==> config.mk <==
export PLATFORM = sky130hd
export DESIGN_NAME = px_top
export DESIGN_NICKNAME = d
export VERILOG_FILES = /design/src/source/px_pkg.sv /design/src/source/px_skid.sv /design/src/source/px_decode.sv /design/src/source/px_state_ctl.sv /design/src/source/px_result.sv /design/src/source/px_top.sv
export SDC_FILE = /design/constraint.sdc
export NUM_CORES = 1
export LEC_CHECK = 0
export ABC_AREA = 0
export BUFFER_PORTS_ARGS = -buffer_cell sky130_fd_sc_hd__buf_2
export CORE_UTILIZATION = 55
export CTS_BUF_LIST = sky130_fd_sc_hd__clkbuf_4
export DETAILED_ROUTE_END_ITERATION = 10
export PLACE_DENSITY = 0.77
export SETUP_SLACK_MARGIN = 0.5
export SYNTH_ARGS = -nofsm -noshare
export SYNTH_HDL_FRONTEND = slang
export SYNTH_SLANG_ARGS = --single-unit
==> constraint.sdc <==
create_clock -name got -period 4.6 [get_ports got]
set_input_delay 1.38 -clock got [delete_from_list [all_inputs] [get_ports got]]
set_output_delay 1.38 -clock got [all_outputs]
set_load 0.02 [all_outputs]
==> src/source/px_pkg.sv <==
`default_nettype none

package px_pkg;

	localparam int def_addr_w = 12;	// Bus address width unless overridden

	typedef logic [15:0] word_t;	// Machine word

	// Codes 6..15 have no meaning and raise the alarm
	typedef enum logic [3:0] {
		op_lwt = 4'h0,	// ACC <- argument
		op_lw  = 4'h1,	// ACC <- mem[argument]
		op_aw  = 4'h2,	// ACC <- ACC + mem[argument]
		op_rw  = 4'h3,	// mem[argument] <- ACC
		op_ou  = 4'h4,	// Output ACC
		op_hlt = 4'h5	// Stop accepting
	} opcode_t;

	typedef struct packed {
		opcode_t     op;	// Top nibble
		logic [11:0] arg;	// Immediate or word address
	} instr_t;

	// One flop per state, as on the P-X sheets
	typedef enum logic [5:0] {
		st_k1 = 6'b000001,	// Wait for instruction
		st_p1 = 6'b000010,	// Decode latch
		st_wr = 6'b000100,	// Bus read
		st_ww = 6'b001000,	// Bus write
		st_p4 = 6'b010000,	// Arithmetic
		st_we = 6'b100000	// Emit result
	} st_t;

	typedef struct packed {
		opcode_t    op;	// Instruction that finished
		logic       alarm;	// Sticky illegal-opcode alarm
		logic       halt;	// Set on op_hlt
		logic [9:0] rsv;	// Spare, always zero
		word_t      acc;	// ACC after the instruction
	} res_t;

endpackage

`default_nettype wire

==> src/source/px_skid.sv <==
`default_nettype none

module px_skid import px_pkg::*; #(
	parameter type payload_t = word_t
) (
	input  logic     got,
	input  logic     clo_,
	input  logic     s_valid,
	output logic     s_ready,
	input  payload_t s_data,
	output logic     m_valid,
	input  logic     m_ready,
	output payload_t m_data
);

	logic     ovf_valid;	// Overflow slot holds an entry
	logic     main_free;	// Head leaves or is empty this cycle
	payload_t main_q;	// Head entry, drives m_data
	payload_t ovf_q;	// Entry parked while the head stalls

	assign main_free = m_ready | ~m_valid;
	assign s_ready = ~ovf_valid;	// Registered, no path from m_ready
	assign m_data = main_q;

	always_ff @(posedge got, negedge clo_) begin
		if (!clo_) begin
			m_valid <= 1'b0;
			ovf_valid <= 1'b0;
		end else if (main_free) begin
			if (ovf_valid) begin
				m_valid <= 1'b1;	// Older entry moves up first
				ovf_valid <= 1'b0;
			end else begin
				m_valid <= s_valid;	// Take new one straight into head
			end
		end else if (s_valid && s_ready) begin
			ovf_valid <= 1'b1;	// Head stuck, park input
		end
	end

	// Data path, no reset
	always_ff @(posedge got) begin
		if (main_free)
			main_q <= ovf_valid ? ovf_q : s_data;	// Keeps order
		if (!main_free && !ovf_valid)
			ovf_q <= s_data;
	end

endmodule

`default_nettype wire

==> src/source/px_decode.sv <==
`default_nettype none

module px_decode import px_pkg::*; #(
	parameter int addr_w = def_addr_w
) (
	input  instr_t            instr,
	output logic              need_read,
	output logic              need_write,
	output logic              need_alu,
	output logic              use_imm,
	output logic              is_halt,
	output logic              illegal,
	output logic [addr_w-1:0] bus_addr
);

	// need_alu: read data is added to ACC instead of replacing it
	// use_imm: argument goes to ACC through state P4
	always_comb begin
		need_read = 1'b0;
		need_write = 1'b0;
		need_alu = 1'b0;
		use_imm = 1'b0;
		is_halt = 1'b0;
		illegal = 1'b0;
		case (instr.op)
			op_lwt: begin
				use_imm = 1'b1;	// P1 -> P4 -> WE
			end
			op_lw: begin
				need_read = 1'b1;	// P1 -> WR -> WE, load
			end
			op_aw: begin
				need_read = 1'b1;	// P1 -> WR -> WE
				need_alu = 1'b1;	// Add at end of read
			end
			op_rw: begin
				need_write = 1'b1;	// P1 -> WW -> WE
			end
			op_ou: begin
				need_read = 1'b0;	// Straight to WE
			end
			op_hlt: begin
				is_halt = 1'b1;	// Emit, then block K1
			end
			default: begin
				illegal = 1'b1;	// No bus cycle, alarm only
			end
		endcase
	end

	assign bus_addr = addr_w'(instr.arg);	// Word address from argument

endmodule

`default_nettype wire

==> src/source/px_state_ctl.sv <==
`default_nettype none

module px_state_ctl import px_pkg::*; #(
	parameter int addr_w = def_addr_w
) (
	input  logic              got,
	input  logic              clo_,
	input  logic              dec_valid,
	output logic              dec_ready,
	input  instr_t            dec_instr,
	output logic              zg,
	input  logic              ok,
	output logic              bus_we,
	output logic [addr_w-1:0] bus_addr,
	input  word_t             bus_wdata,
	output word_t             bus_wdata_out,
	output logic              ld_acc,
	output logic              use_imm,
	output logic              add_acc,
	output logic              set_alarm,
	output logic              emit,
	output logic              halt,
	input  logic              res_ready,
	output opcode_t           op
);

	st_t    st;	// One-hot state flops
	instr_t ir;	// Latched instruction
	word_t  wdata_q;	// Write data held for the whole bus cycle

	logic k1, p1, wr, ww, p4, we;	// State decodes
	logic need_read, need_write, need_alu, imm_op, is_halt, illegal;
	logic accept;	// Instruction taken in K1
	logic bus_done;	// OK seen while ZG up
	logic ek1, ep1, ewr, eww, ep4, ewe;	// Enter conditions

	px_decode #(
		.addr_w(addr_w)
	) px_decode_inst (
		.instr(ir),
		.need_read(need_read),
		.need_write(need_write),
		.need_alu(need_alu),
		.use_imm(imm_op),
		.is_halt(is_halt),
		.illegal(illegal),
		.bus_addr(bus_addr)
	);

	assign k1 = (st == st_k1);
	assign p1 = (st == st_p1);
	assign wr = (st == st_wr);
	assign ww = (st == st_ww);
	assign p4 = (st == st_p4);
	assign we = (st == st_we);

	assign dec_ready = k1 & ~halt;	// Closed for good after HLT
	assign accept = dec_valid & dec_ready;
	assign bus_done = zg & ok;	// OK only counts under ZG

	// Each state: entry from its predecessor, or hold
	assign ek1 = (k1 & ~accept) | (we & res_ready);
	assign ep1 = accept;
	assign ewr = (p1 & need_read) | (wr & ~bus_done);
	assign eww = (p1 & need_write) | (ww & ~bus_done);
	assign ep4 = p1 & imm_op;
	assign ewe = (p1 & ~need_read & ~need_write & ~imm_op)	// OU, HLT, illegal
		| ((wr | ww) & bus_done)	// Bus cycle finished
		| p4
		| (we & ~res_ready);	// Back-pressure hold

	always_ff @(posedge got, negedge clo_) begin
		if (!clo_)
			st <= st_k1;
		else
			st <= st_t'({ewe, ep4, eww, ewr, ep1, ek1});	// Bit order as in st_t
	end

	// Bus request, up with the address, down after the OK edge
	always_ff @(posedge got, negedge clo_) begin
		if (!clo_)
			zg <= 1'b0;
		else if (p1 && (need_read || need_write))
			zg <= 1'b1;
		else if (bus_done)
			zg <= 1'b0;
	end

	always_ff @(posedge got, negedge clo_) begin
		if (!clo_)
			halt <= 1'b0;
		else if (p1 && is_halt)
			halt <= 1'b1;	// Sticky until clo_
	end

	always_ff @(posedge got) begin
		if (accept)
			ir <= dec_instr;
		if (p1 && need_write)
			wdata_q <= bus_wdata;	// ACC snapshot for RW
	end

	assign bus_we = ww;
	assign bus_wdata_out = wdata_q;
	assign op = ir.op;

	// Strobes to the result block
	assign ld_acc = p4 | (wr & bus_done & ~need_alu);	// LWT in P4, LW at OK
	assign use_imm = p4;	// Source: argument in P4, else bus
	assign add_acc = wr & bus_done & need_alu;	// AW at OK
	assign set_alarm = p1 & illegal;
	assign emit = we & res_ready;

endmodule

`default_nettype wire

==> src/source/px_result.sv <==
`default_nettype none

module px_result import px_pkg::*; (
	input  logic    got,
	input  logic    clo_,
	input  logic    ld_acc,
	input  logic    use_imm,
	input  logic    add_acc,
	input  logic    set_alarm,
	input  logic    emit,
	input  logic    halt,
	input  opcode_t op,
	input  word_t   imm,
	input  word_t   bus_rdata,
	output word_t   acc,
	output logic    res_valid,
	input  logic    res_ready,
	output res_t    res
);

	logic  alarm;	// Sticky illegal-opcode flag
	word_t acc_src;	// Load source

	assign acc_src = use_imm ? imm : bus_rdata;

	// ACC starts from zero after clo_
	always_ff @(posedge got, negedge clo_) begin
		if (!clo_)
			acc <= '0;
		else if (ld_acc)
			acc <= acc_src;
		else if (add_acc)
			acc <= acc + bus_rdata;	// Wraps mod 2^16
	end

	always_ff @(posedge got, negedge clo_) begin
		if (!clo_)
			alarm <= 1'b0;
		else if (set_alarm)
			alarm <= 1'b1;	// Stays until clo_
	end

	// Output register, held until the skid takes it
	always_ff @(posedge got, negedge clo_) begin
		if (!clo_)
			res_valid <= 1'b0;
		else if (emit)
			res_valid <= 1'b1;	// New record replaces the one leaving
		else if (res_ready)
			res_valid <= 1'b0;
	end

	always_ff @(posedge got) begin
		if (emit) begin
			res.op <= op;
			res.alarm <= alarm;	// Set in P1, long before WE
			res.halt <= halt;
			res.rsv <= '0;
			res.acc <= acc;	// Already updated in WR or P4
		end
	end

endmodule

`default_nettype wire

==> src/source/px_top.sv <==
`default_nettype none

module px_top import px_pkg::*; #(
	parameter int addr_w = def_addr_w
) (
	input  logic              got,
	input  logic              clo_,
	input  logic              in_valid,
	output logic              in_ready,
	input  instr_t            in_instr,
	output logic              zg,
	input  logic              ok,
	output logic              bus_we,
	output logic [addr_w-1:0] bus_addr,
	output word_t             bus_wdata,
	input  word_t             bus_rdata,
	output logic              out_valid,
	input  logic              out_ready,
	output res_t              out_res
);

	logic    dec_valid, dec_ready;	// Input skid to sequencer
	instr_t  dec_instr;
	word_t   acc;	// Also the write data source
	logic    ld_acc, use_imm, add_acc, set_alarm, emit, halt;
	opcode_t op;
	logic    res_valid, res_ready;	// Result block to output skid
	res_t    res;

	px_skid #(
		.payload_t(instr_t)
	) in_skid_inst (
		.got(got),
		.clo_(clo_),
		.s_valid(in_valid),
		.s_ready(in_ready),
		.s_data(in_instr),
		.m_valid(dec_valid),
		.m_ready(dec_ready),
		.m_data(dec_instr)
	);

	px_state_ctl #(
		.addr_w(addr_w)
	) px_state_ctl_inst (
		.got(got),
		.clo_(clo_),
		.dec_valid(dec_valid),
		.dec_ready(dec_ready),
		.dec_instr(dec_instr),
		.zg(zg),
		.ok(ok),
		.bus_we(bus_we),
		.bus_addr(bus_addr),
		.bus_wdata(acc),
		.bus_wdata_out(bus_wdata),
		.ld_acc(ld_acc),
		.use_imm(use_imm),
		.add_acc(add_acc),
		.set_alarm(set_alarm),
		.emit(emit),
		.halt(halt),
		.res_ready(res_ready),
		.op(op)
	);

	px_result px_result_inst (
		.got(got),
		.clo_(clo_),
		.ld_acc(ld_acc),
		.use_imm(use_imm),
		.add_acc(add_acc),
		.set_alarm(set_alarm),
		.emit(emit),
		.halt(halt),
		.op(op),
		.imm(word_t'(bus_addr)),	// Argument, zero-extended
		.bus_rdata(bus_rdata),
		.acc(acc),
		.res_valid(res_valid),
		.res_ready(res_ready),
		.res(res)
	);

	px_skid #(
		.payload_t(res_t)
	) out_skid_inst (
		.got(got),
		.clo_(clo_),
		.s_valid(res_valid),
		.s_ready(res_ready),
		.s_data(res),
		.m_valid(out_valid),
		.m_ready(out_ready),
		.m_data(out_res)
	);

endmodule

`default_nettype wire

==> results_dict.tcl, run 1 <==
set metrics [dict create \
    clock_root_buffer_master "sky130_fd_sc_hd__clkbuf_4" \
    fp.coreArea_um2 11700 \
    slowest_stage "sky130_fd_sc_hd__fa_1" \
    nature_of_the_critical_path_endpoint "flop" \
    drive_gt1_frac 0.308 \
    synth_seq_area_share 0.694 \
    route.antenna.remaining_nets 0 \
    start_util 0.575 \
    via_count 4074 \
    layout.cells.most_common "sky130_fd_sc_hd__edfxtp_1" \
    max_slew_margin 0.205 \
    maxCapViolCount 0 \
    holdPathStages 0 \
    seqCellArea_um2 4660 \
    finalNonFillerCells 712 \
    grt_remaining_overflow 0 \
    dp.cells 680 \
    antenna-diode-count 0 \
    synth_area_um2 6710 \
    final.setup_skew_ns 0.0228 \
    period_minus_slack_ns 3.28 \
    place_hpwl_mm 8.49 \
    cts_tree "done" \
    outcome "complete, no violations" \
    wl_met1_mm 5.36 \
    r2r_slack_ns 1.80 \
    fp.dieArea_um2 12600 \
    r2r_path_end "px_result_inst.acc[14]" \
    critPathBufInv 1 \
    fin_tns_setup_ns 0 \
    maxUsedRoutingLayer "met5" \
    setup_slack_ns 1.32 \
    finalSetupViolations 0 \
    first_pass_grt_wire_length_mm 19.1 \
    startpoint_type "input port" \
    ctsResizeCount 0 \
    synth-edff-count 130 \
    antenna_found_initial 1 \
    core.rowCount 39 \
    hold_path.startpoint "in_skid_inst.m_data[5]" \
    number_of_h_tree_levels 4 \
    worst-r2r-cell-count 8 \
    min-delay-path-class "reg -> reg" \
    cp_top_family "compound AO/OA/AOI/OAI gates" \
    synth-seq-cells 160 \
    die_w_um 112 \
    cp-startpoint "bus_rdata[0]" \
    worstPathMaxFanout 3 \
    cts_buffer_depth 2 \
    viasPerCell 5.72 \
    io_buffer_count 90 \
    final_critical_path_share_of_the_clock_period 0.714 \
    grt_use_total 0.201 \
    number_of_global_route_vias_before_repair 3852 \
    multiInputGateArea_um2 1930 \
    cts_hold_buffers_added 0 \
    die_h_um 112 \
    clkTransAtPathRegs_ns 0.13 \
    syn_area_per_cell_um2 14.8 \
    p_leak_uw 0.00291 \
    place_ws_ns 0.750 \
    finalWirelength_mm 12.0 \
    tritonroute_pass_1_iters 4 \
    worst_pin_slew_ns 1.19 \
    worstSkewPairLatency_ns 0.57 \
    worst_hold_path.endpoint "px_state_ctl_inst.ir[5]" \
    placer_s_final_routability_congestion_estimate 0.906 \
    required_time_at_the_worst_slack_endpoint_ns 5.08 \
    final_hold_viol_count 0 \
    async_flop_share 0.188 \
    detail_route.wl_per_cell_um 16.9 \
    post-cts-setup-buffers 0 \
    tritoncts.num_buffers 17 \
    timing.critical_path.arrival_ns 3.76 \
    final.fill_count 852 \
    achievable-frequency_mhz 305 \
    met3RoutedLength_um 702 \
    timing.hold.ws_ns 0.429 \
    slew_violations 0 \
    final_net_count 609 \
    timing.rr.start "px_result_inst.acc[0]" \
    vdd_drop_max_mv 0.277 \
    synth_cell_type_count 57 \
    detailroute.wirelength.met2_mm 5.71 \
    drt_drc_violations_left 0 \
    yosys_warning_total 0 \
    critical_path.max_stage_delay_ns 0.44 \
    power_per_cell_area_nw_per_um2 332 \
    cts.sinks 160 \
    crit_chain "buf_2 -> ha_1 -> fa_1 -> a211oi_1 -> o21ai_0 -> a32oi_1 -> a221oi_1 -> o21a_1 -> o31ai_1" \
    grt_setup_unrepaired "no" \
    drt-initial-drc-count 221 \
    finalCoreUtilization 0.654 \
    io-pin-count 101 \
    dominantRegCellSynth "sky130_fd_sc_hd__edfxtp_1" \
    final_cell_mix "sky130_fd_sc_hd__edfxtp_1, sky130_fd_sc_hd__buf_2, sky130_fd_sc_hd__mux2_2" \
    syn_inst 454 \
    critPathKind "in -> reg" \
    pin_count_of_the_biggest_net_entering_global_routing 31 \
    area_delta_synth_final_pct 13.7 \
]
==> metal layers <==
layer,global-route usage,up-vias
met3,0.0578,20
met5,0,-
met1,0.254,1951
met4,0.114,2
met2,0.315,153
li1,-,1948
==> where the power goes <==
group             switching [µW]  leakage, µW  internal (µW)
Sequential     0.000000000000460      0.00155           1550
Combinational               50.2      0.00119           31.6
Clock                        475     0.000157            427
==> cells in the mapped netlist, drive strengths merged (4+ instances only) <==
cell	n	area, µm²
a211oi	6	45.0
a21o	11	82.6
a21oi	24	120
buf	14	98.8
clkbuf	10	37.5
dfrtp	29	726
edfxtp	130	3900
ha	15	188
inv	8	30.0
mux2	38	428
nand2	26	97.6
nand3	5	25.0
nand3b	4	30.0
nor2	25	93.8
nor3	12	60.1
o211ai	6	50.1
o21a	4	30.0
o21ai	26	130
or3	4	25.0
xnor2	6	52.6
==> through the flow <==
| stage | instance area (µm²) | power [µW] |
|---|---|---|
| final | 7630 | 2530 |
| after global routing | 7630 | 2610 |
| after CTS | 7630 | 2550 |
| after detailed placement | 7310 | 1660 |
| after global placement | 7310 | 1660 |
| after floorplan | 6740 | 1630 |
==> kinds of logic after synthesis <==
family	count (synthesis)	synth area share
multiplexers	41	0.0682
buffers and inverters	32	0.0248
AND/OR/NAND/NOR	97	0.0761
other	1	0.000559
AO/OA/AOI/OAI	100	0.0964
XOR/XNOR	7	0.00914
adder cells (fa/ha/maj)	16	0.0310
flip-flops	160	0.694
==> worst max-delay path by stage <==
stage	endpoint	cells after the start
floorplan	out_skid_inst.ovf_q[0]	2
global placement	px_result_inst.acc[14]	9
detailed placement	px_result_inst.acc[14]	9
CTS	px_result_inst.acc[14]	9
global route	px_result_inst.acc[14]	9
finish	px_result_inst.acc[14]	9
==> sequential cells by signal, summed over array words and instances (netlist names), 12 cells and up <==
signal                           flops
in_skid_inst.m_data                 16
in_skid_inst.ovf_q                  16
out_skid_inst.m_data                22
out_skid_inst.ovf_q                 22
px_result_inst.acc                  16
px_result_inst.res                  22
px_state_ctl_inst.bus_wdata_out     16
px_state_ctl_inst.ir                12
==> layout make-up <==
class	count	area share
inverter	8	0.00394
clock inverter	15	0.0253
sequential	160	0.610
clock buffer	17	0.0167
tap	143	0.0235
multi-input combinational	271	0.253
timing repair buffer	98	0.0669
==> worst register-to-register path: stages (launching register included) <==
cell                       delay, ns
sky130_fd_sc_hd__dfrtp_1        0.44
sky130_fd_sc_hd__ha_1           0.25
sky130_fd_sc_hd__fa_1           0.44
sky130_fd_sc_hd__a211oi_1       0.37
sky130_fd_sc_hd__o21ai_0        0.24
sky130_fd_sc_hd__a32oi_1        0.43
sky130_fd_sc_hd__a221oi_1       0.19
sky130_fd_sc_hd__o21a_1         0.21
sky130_fd_sc_hd__o31ai_1        0.18
No activity file was read; power rests on OpenSTA's default activity.
==> inputs of run 2 (changes only) <==
Settings changed: ABC_AREA 0 to 1.
Clock period 4.6 ns to 3.1 ns, I/O delays scaled along.
==> run 2 against run 1 <==
  * Setup slack worse by 0.79 ns
  * Largest power group unchanged
  * Critical path type is now reg -> out
  * Power up 41%
  * Combinational power up 66%
  * Clock power up 27%
  * Register-to-register slack worse by 0.91 ns
  * Global-route usage up 1.7 points
  * Critical path depth down 5
  * Count of clock-buffer cells in the layout up 3
  * Hold slack worse by 0.0078 ns
==> results_dict.tcl, run 2 <==
set metrics [dict create \
    post_synth_main_area_contributors "sky130_fd_sc_hd__edfxtp_1, sky130_fd_sc_hd__nand2_1, sky130_fd_sc_hd__dfrtp_1, sky130_fd_sc_hd__inv_1, sky130_fd_sc_hd__ha_1" \
    timing.hold.ws_ns 0.421 \
    cts.sinks 160 \
    slew_violations 0 \
    synth_top_cells_by_count "sky130_fd_sc_hd__nand2_1, sky130_fd_sc_hd__edfxtp_1, sky130_fd_sc_hd__inv_1" \
    design_area_um2 7910 \
    antenna_found_initial 0 \
    worst_pin_slew_ns 1.17 \
    cts_hold_buffers_added 0 \
    synth-edff-count 130 \
    first_pass_grt_wire_length_mm 21.3 \
    area_share_of_the_leading_cell_type_in_the_synthesized_netlist 0.559 \
    nature_of_the_critical_path_endpoint "primary output" \
    min-delay-path-class "reg -> reg" \
    cts_buffer_depth 2 \
    syn_inst 652 \
    io_buffer_count 90 \
    final_cell_mix "sky130_fd_sc_hd__nand2_1, sky130_fd_sc_hd__edfxtp_1, sky130_fd_sc_hd__buf_2" \
    grt_use_total 0.218 \
    period_minus_slack_ns 2.58 \
    finalCoreUtilization 0.648 \
    layout.cells.most_common "sky130_fd_sc_hd__nand2_1" \
    critical_path.max_stage_delay_ns 0.47 \
    place_area_um2 7600 \
    tritoncts.num_buffers 17 \
    maxCapViolCount 0 \
    synth_area_um2 6980 \
    power_switching_share 0.224 \
    r2r_slack_ns 0.89 \
    intPower_uw 2770 \
    fin_tns_setup_ns 0 \
    clkTransAtPathRegs_ns 0.13 \
    start_util 0.572 \
    synth_cell_type_count 39 \
    achievable-frequency_mhz 388 \
    slowest_stage "sky130_fd_sc_hd__dfrtp_1" \
    final_net_count 812 \
    syn_area_per_cell_um2 10.7 \
    pin_count_of_the_biggest_net_entering_global_routing 31 \
    switching_power_uw 801 \
    io-pin-count 101 \
    worstPathMaxFanout 4 \
    placer_s_final_routability_congestion_estimate 0.914 \
    final.setup_skew_ns 0.0188 \
    number_of_h_tree_levels 4 \
    clock_root_buffer_master "sky130_fd_sc_hd__clkbuf_4" \
    max_slew_margin 0.214 \
    startpoint_type "flop" \
    viasPerCell 4.95 \
    number_of_global_route_vias_before_repair 4513 \
    core.rowCount 40 \
    synth_seq_area_share 0.667 \
    synth-seq-cells 160 \
    drt_drc_violations_left 0 \
    required_time_at_the_worst_slack_endpoint_ns 2.17 \
    crit_chain "nor2_4 -> nand2_1 -> nor4_4 -> buf_4" \
    yosys_warning_total 0 \
    outcome "complete, no violations" \
    p_leak_uw 0.00347 \
    route.antenna.remaining_nets 0 \
    final_critical_path_share_of_the_clock_period 0.831 \
    vdd_drop_max_mv 0.357 \
    place_hpwl_mm 9.60 \
    cts_tree "done" \
    antenna-diode-count 0 \
    detail_route.wl_per_cell_um 14.0 \
    via_count 4656 \
    yosys.cell_count.top_type "sky130_fd_sc_hd__nand2_1" \
    dominantRegCellSynth "sky130_fd_sc_hd__edfxtp_1" \
    die_h_um 115 \
    part_of_the_total_power_dissipated_in_the_clock_network 0.319 \
    worstSkewPairLatency_ns 0.54 \
    timing.critical_path.arrival_ns 1.65 \
    final_hold_viol_count 0 \
    power.share.sequential 0.643 \
    comb_power_share 0.038 \
    die_w_um 115 \
    grt_setup_unrepaired "yes" \
    async_flop_share 0.188 \
    finalSetupViolations 0 \
    area_delta_synth_final_pct 13.3 \
    critPathKind "reg -> out" \
    post-synth-top-area-cell "sky130_fd_sc_hd__edfxtp_1" \
    grt_remaining_overflow 0 \
    tritonroute_pass_1_iters 4 \
    final.fill_count 980 \
    finalWirelength_mm 13.1 \
    drive_gt1_frac 0.198 \
    fp.coreArea_um2 12200 \
    fp.dieArea_um2 13100 \
    power_per_cell_area_nw_per_um2 452 \
    drt-initial-drc-count 349 \
]
[run 2: cell count changes after synthesis, moves of 6 or more]
| cell | previous run | this run |
|---|---|---|
| sky130_fd_sc_hd__a21o_1 | 11 | 0 |
| sky130_fd_sc_hd__nand3_1 | 5 | 37 |
| sky130_fd_sc_hd__inv_1 | 8 | 59 |
| sky130_fd_sc_hd__nand2_1 | 26 | 242 |
| sky130_fd_sc_hd__o21ai_1 | 0 | 6 |
| sky130_fd_sc_hd__mux2_2 | 38 | 0 |
| sky130_fd_sc_hd__nor2_1 | 25 | 42 |
| sky130_fd_sc_hd__a211oi_1 | 6 | 0 |
| sky130_fd_sc_hd__o21ai_0 | 26 | 9 |
| sky130_fd_sc_hd__a21oi_1 | 24 | 12 |
[run 2: worst paths after layout]
kind,startpoint,to,cells after the start
min in group asynchronous,clo_,out_skid_inst.m_valid,1
max reg2reg,px_state_ctl_inst.st[2],in_skid_inst.ovf_q[10],6
max,px_state_ctl_inst.st[4],bus_we,4
min reg2reg,in_skid_inst.m_data[9],px_state_ctl_inst.ir[9],0
min,in_skid_inst.m_data[9],px_state_ctl_inst.ir[9],0
max in group asynchronous,clo_,in_skid_inst.ovf_valid,1
[run 2: area by class of cell]
type                            instances  area (µm²)  share of cell area
Inverter                               64         243              0.0307
Tap cell                              168         210              0.0266
Clock inverter                         12         113              0.0142
Sequential cell                       160        4660               0.589
Multi-Input combinational cell        415        2000               0.253
Clock buffer                           20         150              0.0190
Timing Repair Buffer                  101         536              0.0677
[run 2: cell families after synthesis]
family / synth area share
and+or+nand+nor: 0.208
DFF: 0.667
buffers and inverters: 0.0550
AOI/OAI and AO/OA: 0.0321
adders and majority gates: 0.0297
xor gates and xnor gates: 0.00753
other: 0.000537
[run 2: timing repair]
| action | 4_1_cts | 5_1_grt |
|---|---|---|
| gates cloned | 0 | 0 |
| endpoints found under the hold margin | 0 | 0 |
| gates resized for setup | 2 | 3 |
| setup buffers | 0 | 3 |
| setup endpoints to repair | 2 | 2 |
[run 2: through the flow]
stage,worst slack (ns),std cells,power (µW)
2_1_floorplan,0.534,661,2430
3_3_place_gp,0.518,905,2480
3_5_place_dp,0.480,905,2480
4_1_cts,0.371,937,3610
5_1_grt,0.374,940,3700
6_report,0.523,940,3570
[run 2: power by group through the flow]
stage,logic (µW),clock network [µW],registers [µW]
after CTS,136,1180,2300
after global placement,133,0,2340
final,136,1140,2300
after detailed placement,136,0,2340
after global routing,154,1250,2300
after floorplan,88.0,0,2350
[run 2: critical path: cells and delay by family (launching register included)]
family,cells,cell delay (ns)
buf+inv,1,0.19
simple gates,3,0.46
flops,1,0.47
[run 2: layer usage]
layer	vias up	share of wire	wire (µm)	track usage
met2	127	0.49	6410	0.366
li1	2354	-	-	-
met3	14	0.059	776	0.0551
met1	2161	0.44	5780	0.274
met4	0	0.013	170	0.0823
met5	-	0	0	0
